## config.mk

```make
export PLATFORM = sky130hd
export DESIGN_NAME = cpu
export DESIGN_NICKNAME = d
export VERILOG_FILES = /design/src/hdl/cpuPkg.sv /design/src/hdl/alu.sv /design/src/hdl/registerFile.sv /design/src/hdl/controlUnit.sv /design/src/hdl/datapath.sv /design/src/hdl/cpu.sv
export VERILOG_INCLUDE_DIRS = /design/src /design/src/hdl
export SDC_FILE = /design/constraint.sdc
export NUM_CORES = 1
export LEC_CHECK = 0
export ABC_AREA = 1
export BUFFER_PORTS_ARGS = -buffer_cell sky130_fd_sc_hd__buf_2
export CAP_MARGIN = 20
export CORE_ASPECT_RATIO = 1.2
export CORE_MARGIN = 2
export CORE_UTILIZATION = 45
export CTS_BUF_LIST = sky130_fd_sc_hd__clkbuf_4 sky130_fd_sc_hd__clkbuf_8
export CTS_CLUSTER_SIZE = 10
export DETAILED_ROUTE_END_ITERATION = 8
export MAX_ROUTING_LAYER = met4
export PLACE_DENSITY_LB_ADDON = 0.15
export SLEW_MARGIN = 20
export SYNTH_ARGS = -nofsm -noshare
export SYNTH_HDL_FRONTEND = slang
export SYNTH_SLANG_ARGS = --single-unit
```

## constraint.sdc

```tcl
create_clock -name clk -period 4.6 [get_ports clk]
set_input_delay 0.23 -clock clk [delete_from_list [all_inputs] [get_ports clk]]
set_output_delay 0.23 -clock clk [all_outputs]
set_load 0.005 [all_outputs]
```

## src/hdl/cpu_macros.svh

```systemverilog
`ifndef CPU_MACROS_SVH
`define CPU_MACROS_SVH

`define WORD_SIZE      16
`define CONTROL_WIDTH  14
`define MEM_DEPTH      256  // Words in the memory model

// Opcodes in instruction[15:12]
`define BNE_OP    4'd0
`define BEQ_OP    4'd1
`define BGZ_OP    4'd2
`define BLZ_OP    4'd3
`define ADI_OP    4'd4
`define ORI_OP    4'd5
`define LHI_OP    4'd6
`define LWD_OP    4'd7
`define SWD_OP    4'd8
`define JMP_OP    4'd9
`define JAL_OP    4'd10
`define RTYPE_OP  4'd15

// R-type function codes in instruction[5:0]
`define FUNC_ADD  6'd0
`define FUNC_SUB  6'd1
`define FUNC_AND  6'd2
`define FUNC_ORR  6'd3
`define FUNC_NOT  6'd4
`define FUNC_TCP  6'd5
`define FUNC_SHL  6'd6
`define FUNC_SHR  6'd7
`define FUNC_JPR  6'd25
`define FUNC_JRL  6'd26
`define FUNC_WWD  6'd28
`define FUNC_HLT  6'd29

`define ALU_ADD   4'd0
`define ALU_SUB   4'd1
`define ALU_AND   4'd2
`define ALU_OR    4'd3
`define ALU_NOT   4'd4
`define ALU_TCP   4'd5
`define ALU_ALS   4'd6
`define ALU_ARS   4'd7
`define ALU_ZERO  4'd8

// Control word bit positions
`define CTL_ALU_SRC_IMM  0
`define CTL_ALU_OP_LSB   1
`define CTL_ALU_OP_MSB   4
`define CTL_REG_WRITE    5
`define CTL_MEM_TO_REG   6
`define CTL_MEM_WRITE    7
`define CTL_LOAD_UPPER   8
`define CTL_LINK         9
`define CTL_BRANCH       10
`define CTL_JUMP         11
`define CTL_PC_FROM_REG  12
`define CTL_OUTPUT       13

`endif

```

## src/hdl/cpuPkg.sv

```systemverilog
`include "cpu_macros.svh"

package cpuPkg;

	typedef logic [`WORD_SIZE-1:0] word_t;  // Data or address word
	typedef logic [3:0] opcode_t;
	typedef logic [5:0] func_t;
	typedef logic [1:0] regIdx_t;  // One of four registers
	typedef logic [3:0] aluOp_t;
	typedef logic [`CONTROL_WIDTH-1:0] controlWord_t;

	// Micro-sequencer steps of one instruction
	typedef enum logic [2:0] {
		IF1,
		IF2,
		IF3,
		ID,
		EX,
		MEM1,
		MEM2,
		WB
	} microState_t;

endpackage

```

## src/hdl/alu.sv

```systemverilog
`timescale 1ns/10ps
`include "cpu_macros.svh"

module alu (
	input  cpuPkg::word_t  a,
	input  cpuPkg::word_t  b,
	input  cpuPkg::aluOp_t op,
	output cpuPkg::word_t  result
);

	always_comb begin
		case (op)
			`ALU_ADD:  result = a + b;
			`ALU_SUB:  result = a - b;
			`ALU_AND:  result = a & b;
			`ALU_OR:   result = a | b;
			`ALU_NOT:  result = ~a;
			`ALU_TCP:  result = ~a + 1'b1;  // Two's complement
			`ALU_ALS:  result = a <<< 1;
			`ALU_ARS:  result = $signed(a) >>> 1;  // Keeps the sign bit
			`ALU_ZERO: result = '0;
			default:   result = '0;
		endcase
	end
endmodule

```

## src/hdl/registerFile.sv

```systemverilog
`timescale 1ns/10ps

module registerFile (
	input  logic            clk,
	input  logic            reset_n,
	input  cpuPkg::regIdx_t readIdx1,
	input  cpuPkg::regIdx_t readIdx2,
	input  cpuPkg::regIdx_t writeIdx,
	input  logic            writeEnable,
	input  cpuPkg::word_t   writeData,
	output cpuPkg::word_t   readData1,
	output cpuPkg::word_t   readData2
);
	cpuPkg::word_t regs [4];

	assign readData1 = regs[readIdx1];  // Asynchronous reads
	assign readData2 = regs[readIdx2];

	always_ff @(posedge clk) begin
		if (!reset_n) begin
			for (int i = 0; i < 4; i++) begin
				regs[i] <= '0;
			end
		end else if (writeEnable) begin
			regs[writeIdx] <= writeData;
		end
	end
endmodule

```

## src/hdl/controlUnit.sv

```systemverilog
`timescale 1ns/10ps
`include "cpu_macros.svh"

module controlUnit (
	input  logic                 clk,
	input  logic                 reset_n,
	input  cpuPkg::word_t        instruction,
	output cpuPkg::microState_t  microState,
	output cpuPkg::controlWord_t controls,
	output cpuPkg::word_t        numInst,
	output logic                 isHalted
);
	cpuPkg::opcode_t      opcode;
	cpuPkg::func_t        func;
	cpuPkg::aluOp_t       rAluOp;
	cpuPkg::controlWord_t decoded;
	cpuPkg::microState_t  nextState;
	logic                 isJump;
	logic                 isHlt;

	assign opcode = instruction[15:12];
	assign func = instruction[5:0];
	assign isJump = (opcode == `JMP_OP) || (opcode == `JAL_OP);  // Skip ID
	assign isHlt = (opcode == `RTYPE_OP) && (func == `FUNC_HLT);

	always_comb begin
		case (func)
			`FUNC_ADD: rAluOp = `ALU_ADD;
			`FUNC_SUB: rAluOp = `ALU_SUB;
			`FUNC_AND: rAluOp = `ALU_AND;
			`FUNC_ORR: rAluOp = `ALU_OR;
			`FUNC_NOT: rAluOp = `ALU_NOT;
			`FUNC_TCP: rAluOp = `ALU_TCP;
			`FUNC_SHL: rAluOp = `ALU_ALS;
			`FUNC_SHR: rAluOp = `ALU_ARS;
			default:   rAluOp = `ALU_ZERO;
		endcase
	end

	always_comb begin
		decoded = '0;
		case (opcode)
			`BNE_OP, `BEQ_OP, `BGZ_OP, `BLZ_OP: decoded[`CTL_BRANCH] = 1'b1;
			`ADI_OP, `ORI_OP: begin
				decoded[`CTL_REG_WRITE] = 1'b1;
				decoded[`CTL_ALU_SRC_IMM] = 1'b1;
				decoded[`CTL_ALU_OP_MSB:`CTL_ALU_OP_LSB] =
					(opcode == `ORI_OP) ? `ALU_OR : `ALU_ADD;
			end
			`LHI_OP: begin
				decoded[`CTL_REG_WRITE] = 1'b1;
				decoded[`CTL_LOAD_UPPER] = 1'b1;
			end
			`LWD_OP: begin
				decoded[`CTL_REG_WRITE] = 1'b1;
				decoded[`CTL_MEM_TO_REG] = 1'b1;
				decoded[`CTL_ALU_SRC_IMM] = 1'b1;  // Effective address rs + imm
				decoded[`CTL_ALU_OP_MSB:`CTL_ALU_OP_LSB] = `ALU_ADD;
			end
			`SWD_OP: begin
				decoded[`CTL_MEM_WRITE] = 1'b1;
				decoded[`CTL_ALU_SRC_IMM] = 1'b1;
				decoded[`CTL_ALU_OP_MSB:`CTL_ALU_OP_LSB] = `ALU_ADD;
			end
			`JMP_OP: decoded[`CTL_JUMP] = 1'b1;
			`JAL_OP: begin
				decoded[`CTL_JUMP] = 1'b1;
				decoded[`CTL_LINK] = 1'b1;
				decoded[`CTL_REG_WRITE] = 1'b1;
			end
			`RTYPE_OP: begin
				case (func)
					`FUNC_ADD, `FUNC_SUB, `FUNC_AND, `FUNC_ORR,
					`FUNC_NOT, `FUNC_TCP, `FUNC_SHL, `FUNC_SHR: begin
						decoded[`CTL_REG_WRITE] = 1'b1;
						decoded[`CTL_ALU_OP_MSB:`CTL_ALU_OP_LSB] = rAluOp;
					end
					`FUNC_WWD: decoded[`CTL_OUTPUT] = 1'b1;
					`FUNC_JPR: decoded[`CTL_PC_FROM_REG] = 1'b1;
					`FUNC_JRL: begin
						decoded[`CTL_PC_FROM_REG] = 1'b1;
						decoded[`CTL_LINK] = 1'b1;
						decoded[`CTL_REG_WRITE] = 1'b1;
					end
					default: decoded = '0;  // HLT and unused codes
				endcase
			end
			default: decoded = '0;
		endcase
	end

	always_comb begin
		case (microState)
			cpuPkg::IF1: nextState = cpuPkg::IF2;
			cpuPkg::IF2: nextState = cpuPkg::IF3;
			cpuPkg::IF3: nextState = isJump ? cpuPkg::EX : cpuPkg::ID;
			cpuPkg::ID:  nextState = isHlt ? cpuPkg::ID : cpuPkg::EX;
			cpuPkg::EX: begin
				if (controls[`CTL_MEM_WRITE] || controls[`CTL_MEM_TO_REG])
					nextState = cpuPkg::MEM1;
				else if (controls[`CTL_REG_WRITE] || controls[`CTL_PC_FROM_REG])
					nextState = cpuPkg::WB;
				else
					nextState = cpuPkg::IF1;  // Branch, JMP and WWD end here
			end
			cpuPkg::MEM1: nextState = cpuPkg::MEM2;
			cpuPkg::MEM2: nextState = controls[`CTL_MEM_TO_REG] ? cpuPkg::WB : cpuPkg::IF1;
			default: nextState = cpuPkg::IF1;
		endcase
	end

	always_ff @(posedge clk) begin
		if (!reset_n) begin
			microState <= cpuPkg::IF1;
			controls <= '0;
			numInst <= '0;
			isHalted <= 1'b0;
		end else if (!isHalted) begin  // Everything freezes after HLT
			microState <= nextState;
			if (microState == cpuPkg::IF1)
				numInst <= numInst + 1'b1;
			if (microState == cpuPkg::ID || (microState == cpuPkg::IF3 && isJump))
				controls <= decoded;
			if (microState == cpuPkg::ID && isHlt)
				isHalted <= 1'b1;
		end
	end
endmodule

```

## src/hdl/datapath.sv

```systemverilog
`timescale 1ns/10ps
`include "cpu_macros.svh"

module datapath (
	input  logic                 clk,
	input  logic                 reset_n,
	input  cpuPkg::microState_t  microState,
	input  cpuPkg::controlWord_t controls,
	input  cpuPkg::word_t        dataIn,
	output cpuPkg::word_t        instruction,
	output cpuPkg::word_t        address,
	output cpuPkg::word_t        dataOut,
	output logic                 readM,
	output logic                 writeM,
	output logic                 outputValid,
	output cpuPkg::word_t        outputPort
);
	cpuPkg::word_t   pc;
	cpuPkg::word_t   ir;
	cpuPkg::word_t   returnPc;
	cpuPkg::word_t   memData;
	cpuPkg::word_t   rsData;
	cpuPkg::word_t   rtData;
	cpuPkg::word_t   signImm;
	cpuPkg::word_t   zeroImm;
	cpuPkg::word_t   aluB;
	cpuPkg::word_t   aluResult;
	cpuPkg::word_t   branchTarget;
	cpuPkg::word_t   jumpTarget;
	cpuPkg::word_t   writeData;
	cpuPkg::regIdx_t writeIdx;
	cpuPkg::aluOp_t  aluOp;
	cpuPkg::opcode_t opcode;
	logic            fetchState;
	logic            memState;
	logic            branchTaken;
	logic            regWriteEnable;

	assign opcode = ir[15:12];
	assign signImm = {{(`WORD_SIZE-8){ir[7]}}, ir[7:0]};
	assign zeroImm = {{(`WORD_SIZE-8){1'b0}}, ir[7:0]};
	assign aluOp = controls[`CTL_ALU_OP_MSB:`CTL_ALU_OP_LSB];
	assign aluB = !controls[`CTL_ALU_SRC_IMM] ? rtData :
		(aluOp == `ALU_OR) ? zeroImm : signImm;  // ORI zero-extends
	assign branchTarget = pc + signImm;  // pc already holds PC+1 in EX
	assign jumpTarget = {pc[`WORD_SIZE-1:12], ir[11:0]};

	always_comb begin
		case (opcode)
			`BNE_OP: branchTaken = (rsData != rtData);
			`BEQ_OP: branchTaken = (rsData == rtData);
			`BGZ_OP: branchTaken = ($signed(rsData) > 0);
			`BLZ_OP: branchTaken = ($signed(rsData) < 0);
			default: branchTaken = 1'b0;
		endcase
	end

	assign fetchState = (microState == cpuPkg::IF1) || (microState == cpuPkg::IF2) ||
		(microState == cpuPkg::IF3);
	assign memState = (microState == cpuPkg::MEM1) || (microState == cpuPkg::MEM2);

	// Memory idles while reset is held in IF1
	assign readM = (reset_n && fetchState) || (memState && controls[`CTL_MEM_TO_REG]);
	assign writeM = (microState == cpuPkg::MEM1) && controls[`CTL_MEM_WRITE];
	assign address = memState ? aluResult : pc;
	assign dataOut = rtData;
	assign outputValid = (microState == cpuPkg::EX) && controls[`CTL_OUTPUT];
	assign outputPort = rsData;
	assign instruction = ir;

	assign regWriteEnable = (microState == cpuPkg::WB) && controls[`CTL_REG_WRITE];
	assign writeIdx = controls[`CTL_LINK] ? 2'd2 :
		(opcode == `RTYPE_OP) ? ir[7:6] : ir[9:8];
	assign writeData = controls[`CTL_LINK] ? returnPc :
		controls[`CTL_LOAD_UPPER] ? {ir[7:0], 8'h00} :
		controls[`CTL_MEM_TO_REG] ? memData : aluResult;

	always_ff @(posedge clk) begin
		if (!reset_n) begin
			pc <= '0;
			ir <= '0;
		end else begin
			if (microState == cpuPkg::IF2 || microState == cpuPkg::IF3)
				ir <= dataIn;  // Fetched word is stable from IF2 on
			if (microState == cpuPkg::IF3) begin
				pc <= pc + 1'b1;
			end else if (microState == cpuPkg::EX) begin
				if (controls[`CTL_JUMP])
					pc <= jumpTarget;
				else if (controls[`CTL_PC_FROM_REG])
					pc <= rsData;  // JPR and JRL
				else if (controls[`CTL_BRANCH] && branchTaken)
					pc <= branchTarget;
			end
		end
	end

	always_ff @(posedge clk) begin
		if (microState == cpuPkg::IF3)
			returnPc <= pc + 1'b1;  // Link value survives the jump
		if (microState == cpuPkg::MEM2)
			memData <= dataIn;
	end

	registerFile registerFile_i (
		.clk(clk),
		.reset_n(reset_n),
		.readIdx1(ir[11:10]),
		.readIdx2(ir[9:8]),
		.writeIdx(writeIdx),
		.writeEnable(regWriteEnable),
		.writeData(writeData),
		.readData1(rsData),
		.readData2(rtData)
	);

	alu alu_i (
		.a(rsData),
		.b(aluB),
		.op(aluOp),
		.result(aluResult)
	);
endmodule

```

## src/hdl/cpu.sv

```systemverilog
`timescale 1ns/10ps

module cpu (
	input  logic          clk,
	input  logic          reset_n,
	input  cpuPkg::word_t dataIn,
	output logic          readM,
	output logic          writeM,
	output cpuPkg::word_t address,
	output cpuPkg::word_t dataOut,
	output cpuPkg::word_t outputPort,
	output logic          outputValid,
	output cpuPkg::word_t numInst,
	output logic          isHalted
);
	cpuPkg::word_t        instruction;
	cpuPkg::microState_t  microState;
	cpuPkg::controlWord_t controls;

	controlUnit controlUnit_i (
		.clk(clk),
		.reset_n(reset_n),
		.instruction(instruction),
		.microState(microState),
		.controls(controls),
		.numInst(numInst),
		.isHalted(isHalted)
	);

	datapath datapath_i (
		.clk(clk),
		.reset_n(reset_n),
		.microState(microState),
		.controls(controls),
		.dataIn(dataIn),
		.instruction(instruction),
		.address(address),
		.dataOut(dataOut),
		.readM(readM),
		.writeM(writeM),
		.outputValid(outputValid),
		.outputPort(outputPort)
	);
endmodule

```

==> qor.yml <==
ys_seq_elements: 169
gr-usage-all-layers_pct: 32.8
dp_cells: 2250
start_util_pct: 45.6
post-route-min-period_ns: 4.36
cts.sinks: 169
rsz0062_at_grt: "true"
placementRows: 66
vias_per_cell: 5.60
drive_gt1_share_pct: 12.4
p_per_area_mw_per_mm2: 800
grt_max_degree: 56
drc: 0
vdd_drop_max_v: 0.000388
drt_first_pass_iters: 6
cts_tree: "built"
ctsHtreeMaxLevel: 4
postSynthAreaPerCell_um2: 6.71
ys.flop_type: "edfxtp_1"
synth.net_count: 1899
cp_data_required_time_ns: 4.37
pin_count: 86
slew_headroom_pct: 41.2
dieArea_mm2: 0.0288
drv_cap: 0
seq_area_frac_synth_pct: 35.1
crit_buf_inv: 6
core_area_mm2: 0.0271
drt_iter0_markers: 1128
finalMaxSlewViolations: 0
startpoint_type: "flip-flop"
routedWlPerCell_um: 19.9
cts_buffers: 17
layout_common_cells: "457 x nand2_1, 252 x nor2_1, 217 x inv_1, 136 x o21ai_0, 134 x nand3_1"
slowest_delay_ns: 0.37
area_delta_synth_final_pct: 12.8
clk_pin_slew_ns: 0.10
place_hpwl_mm: 35.6
critPathCaptureType: "output port"
syn-cell-area_mm2: 0.0124
grt-ovfl-total: 0
crit_fanout: 12
status: "finished, final reports clean"
finalCritPeriodShare_pct: 94.9
worstPathArrival_ns: 4.13
setup_tns_ns: 0
gp_congestion: 1.05
fmax_mhz: 229
yosys_warnings: 0
fin_worst_skew_ns: 0.0131
cts_root_buffer: "clkbuf_8"
crit_type: "flip-flop to output port"
insertion_delay_ns: 0.48
wl_mm: 45.7
vias: 12879
final-hold-violation-count: 0
tightest_slew_ns: 0.879
grt_antenna_before_repair: 0
die-width_um: 155
final_util_pct: 51.5
critical_path.top_delay_family: "compound AO/OA/AOI/OAI gates"
final_common_cell: "nand2_1"
setup_viol: 0
slowest_stage: "dfxtp_4"
grt_pass1_vias: 12230
clock_path_buffers: 2
ant_nets: 0
grt_pass1_wl_mm: 69.2
synthDistinctLibCells: 51
final_cells: 2299
power.leakage_uw: 0.00640
synth_edf_count: 96
io_buffer_count: 85
hp-class: "input port to flip-flop"
fp.dieH_um: 186
post_cts_buffers: 0
postSynthCellCount: 1842
antenna_cells: 0
nNetsFinal: 2003
async_flop_share_pct: 0
## state kept, by name (all words and copies together) (netlist names), named ones only
name / cells
controlUnit_i.controls: 14
controlUnit_i.numInst: 16
datapath_i.instruction: 16
datapath_i.pc: 16
controlUnit_i.isHalted: 1
datapath_i.memData: 16
datapath_i.returnPc: 16
controlUnit_i.microState: 3
datapath_i.registerFile_i.regs: 64
## cell type report
type                       instances  area (um2)
sequential                       169        4350
clock buffer                      19         249
multi-input combinational       1370        6890
inverter                         234         878
fill                            2829       13100
tap                              340         425
clock inverter                    13         140
timing repair buffer             154        1000
## synthesized netlist by cell type, drive strengths merged, types with 13 or more instances
cell type  count  area, um2
o211ai        16        135
o21ai        149        746
buf           30        204
nand3        142        721
edfxtp        96       2880
nor3          23        130
dfxtp         73       1460
clkbuf        39        146
nand4         15       93.8
nand2        477       1840
ha            37        463
xor2          29        254
nor2         261       1000
inv          231        867
o22ai         13       81.3
a31oi         15       93.8
xnor2         19        166
a21oi        116        581
## per-layer routing
| metal | routed length (um) | vias to the layer above | share of wire, % | global-route usage, % |
|---|---|---|---|---|
| met5 | 0 | - | 0 | - |
| met4 | 3030 | 0 | 6.6 | 18.6 |
| met3 | 2930 | 145 | 6.4 | 3.96 |
| met2 | 21400 | 556 | 47 | 54.6 |
| met1 | 18300 | 5893 | 40 | 38.5 |
| li1 | - | 6285 | - | - |
## worst register-to-register path, stage by stage (launching register included)
cell and delay, ns:
dfxtp_4 0.37, inv_2 0.16, nand2_1 0.08, nand3_1 0.07, nand2_1 0.12, o21ai_1 0.18
inv_1 0.09, ha_1 0.22, inv_1 0.07, nor2_2 0.05, nand3_2 0.08, nor2_4 0.05
a21oi_1 0.15, xor2_1 0.17, inv_1 0.06, ha_1 0.36, a21oi_2 0.19, inv_1 0.08
a31oi_1 0.18, o21ai_0 0.10, a31oi_1 0.22, nand3_1 0.12, nand3_2 0.14, nand3_1 0.15
nand2_1 0.12, nand2_1 0.05, nand2_1 0.13, nor2_1 0.06
## where the power goes
| group | leakage [uW] | total (uW) | switching (uW) | internal (uW) |
|---|---|---|---|---|
| combinational | 0.00464 | 7970 | 5450 | 2510 |
| sequential | 0.00155 | 2110 | 265 | 1840 |
| clock | 0.000205 | 1070 | 612 | 460 |
| total | 0.00640 | 11100 | 6330 | 4820 |
## cell families (layout without fill, tap and decap cells)
family | Yosys count | after routing | share of synthesized area, %
compound gates | 352 | 352 | 16.1
xor+xnor | 48 | 48 | 3.40
fa+ha+maj | 39 | 39 | 4.07
buf+inv | 303 | 420 | 9.94
flops | 169 | 169 | 35.1
simple gates | 931 | 931 | 31.4
## final timing paths
kind / slack (ns) / endpoint / cells past startpoint / start
worst max-delay path: 0.24 / address[11] / 25 / flip-flop
worst max register to register: 0.54 / datapath_i.registerFile_i.regs[1][15] / 27 / flip-flop
worst min-delay path: 0.27 / controlUnit_i.microState[2] / 3 / reset_n
worst min register to register: 0.46 / controlUnit_i.controls[4] / 2 / controlUnit_i.controls[4]
## stage by stage
| step | hold WS [ns] | total power [uW] | area [um2] | setup WS [ns] |
|---|---|---|---|---|
| final | 0.272 | 11100 | 13900 | 0.236 |
| after global routing | 0.293 | 12000 | 13900 | -0.0500 |
| after CTS | 0.241 | 10800 | 13800 | 0.0133 |
| after detailed placement | 0.420 | 9710 | 13300 | 0.195 |
| after global placement | 0.420 | 9680 | 13300 | 0.174 |
| after floorplan | 0.329 | 7040 | 12400 | 0.987 |
## timing repair
item / 4_1_cts / 5_1_grt
hold endpoints to repair: 16 / 0
hold buffers: 16 / 0
pin swaps: 0 / 4
gates resized for setup: 4 / 23
setup endpoints to repair: 6 / 24
(Power assumes the default switching activity.)
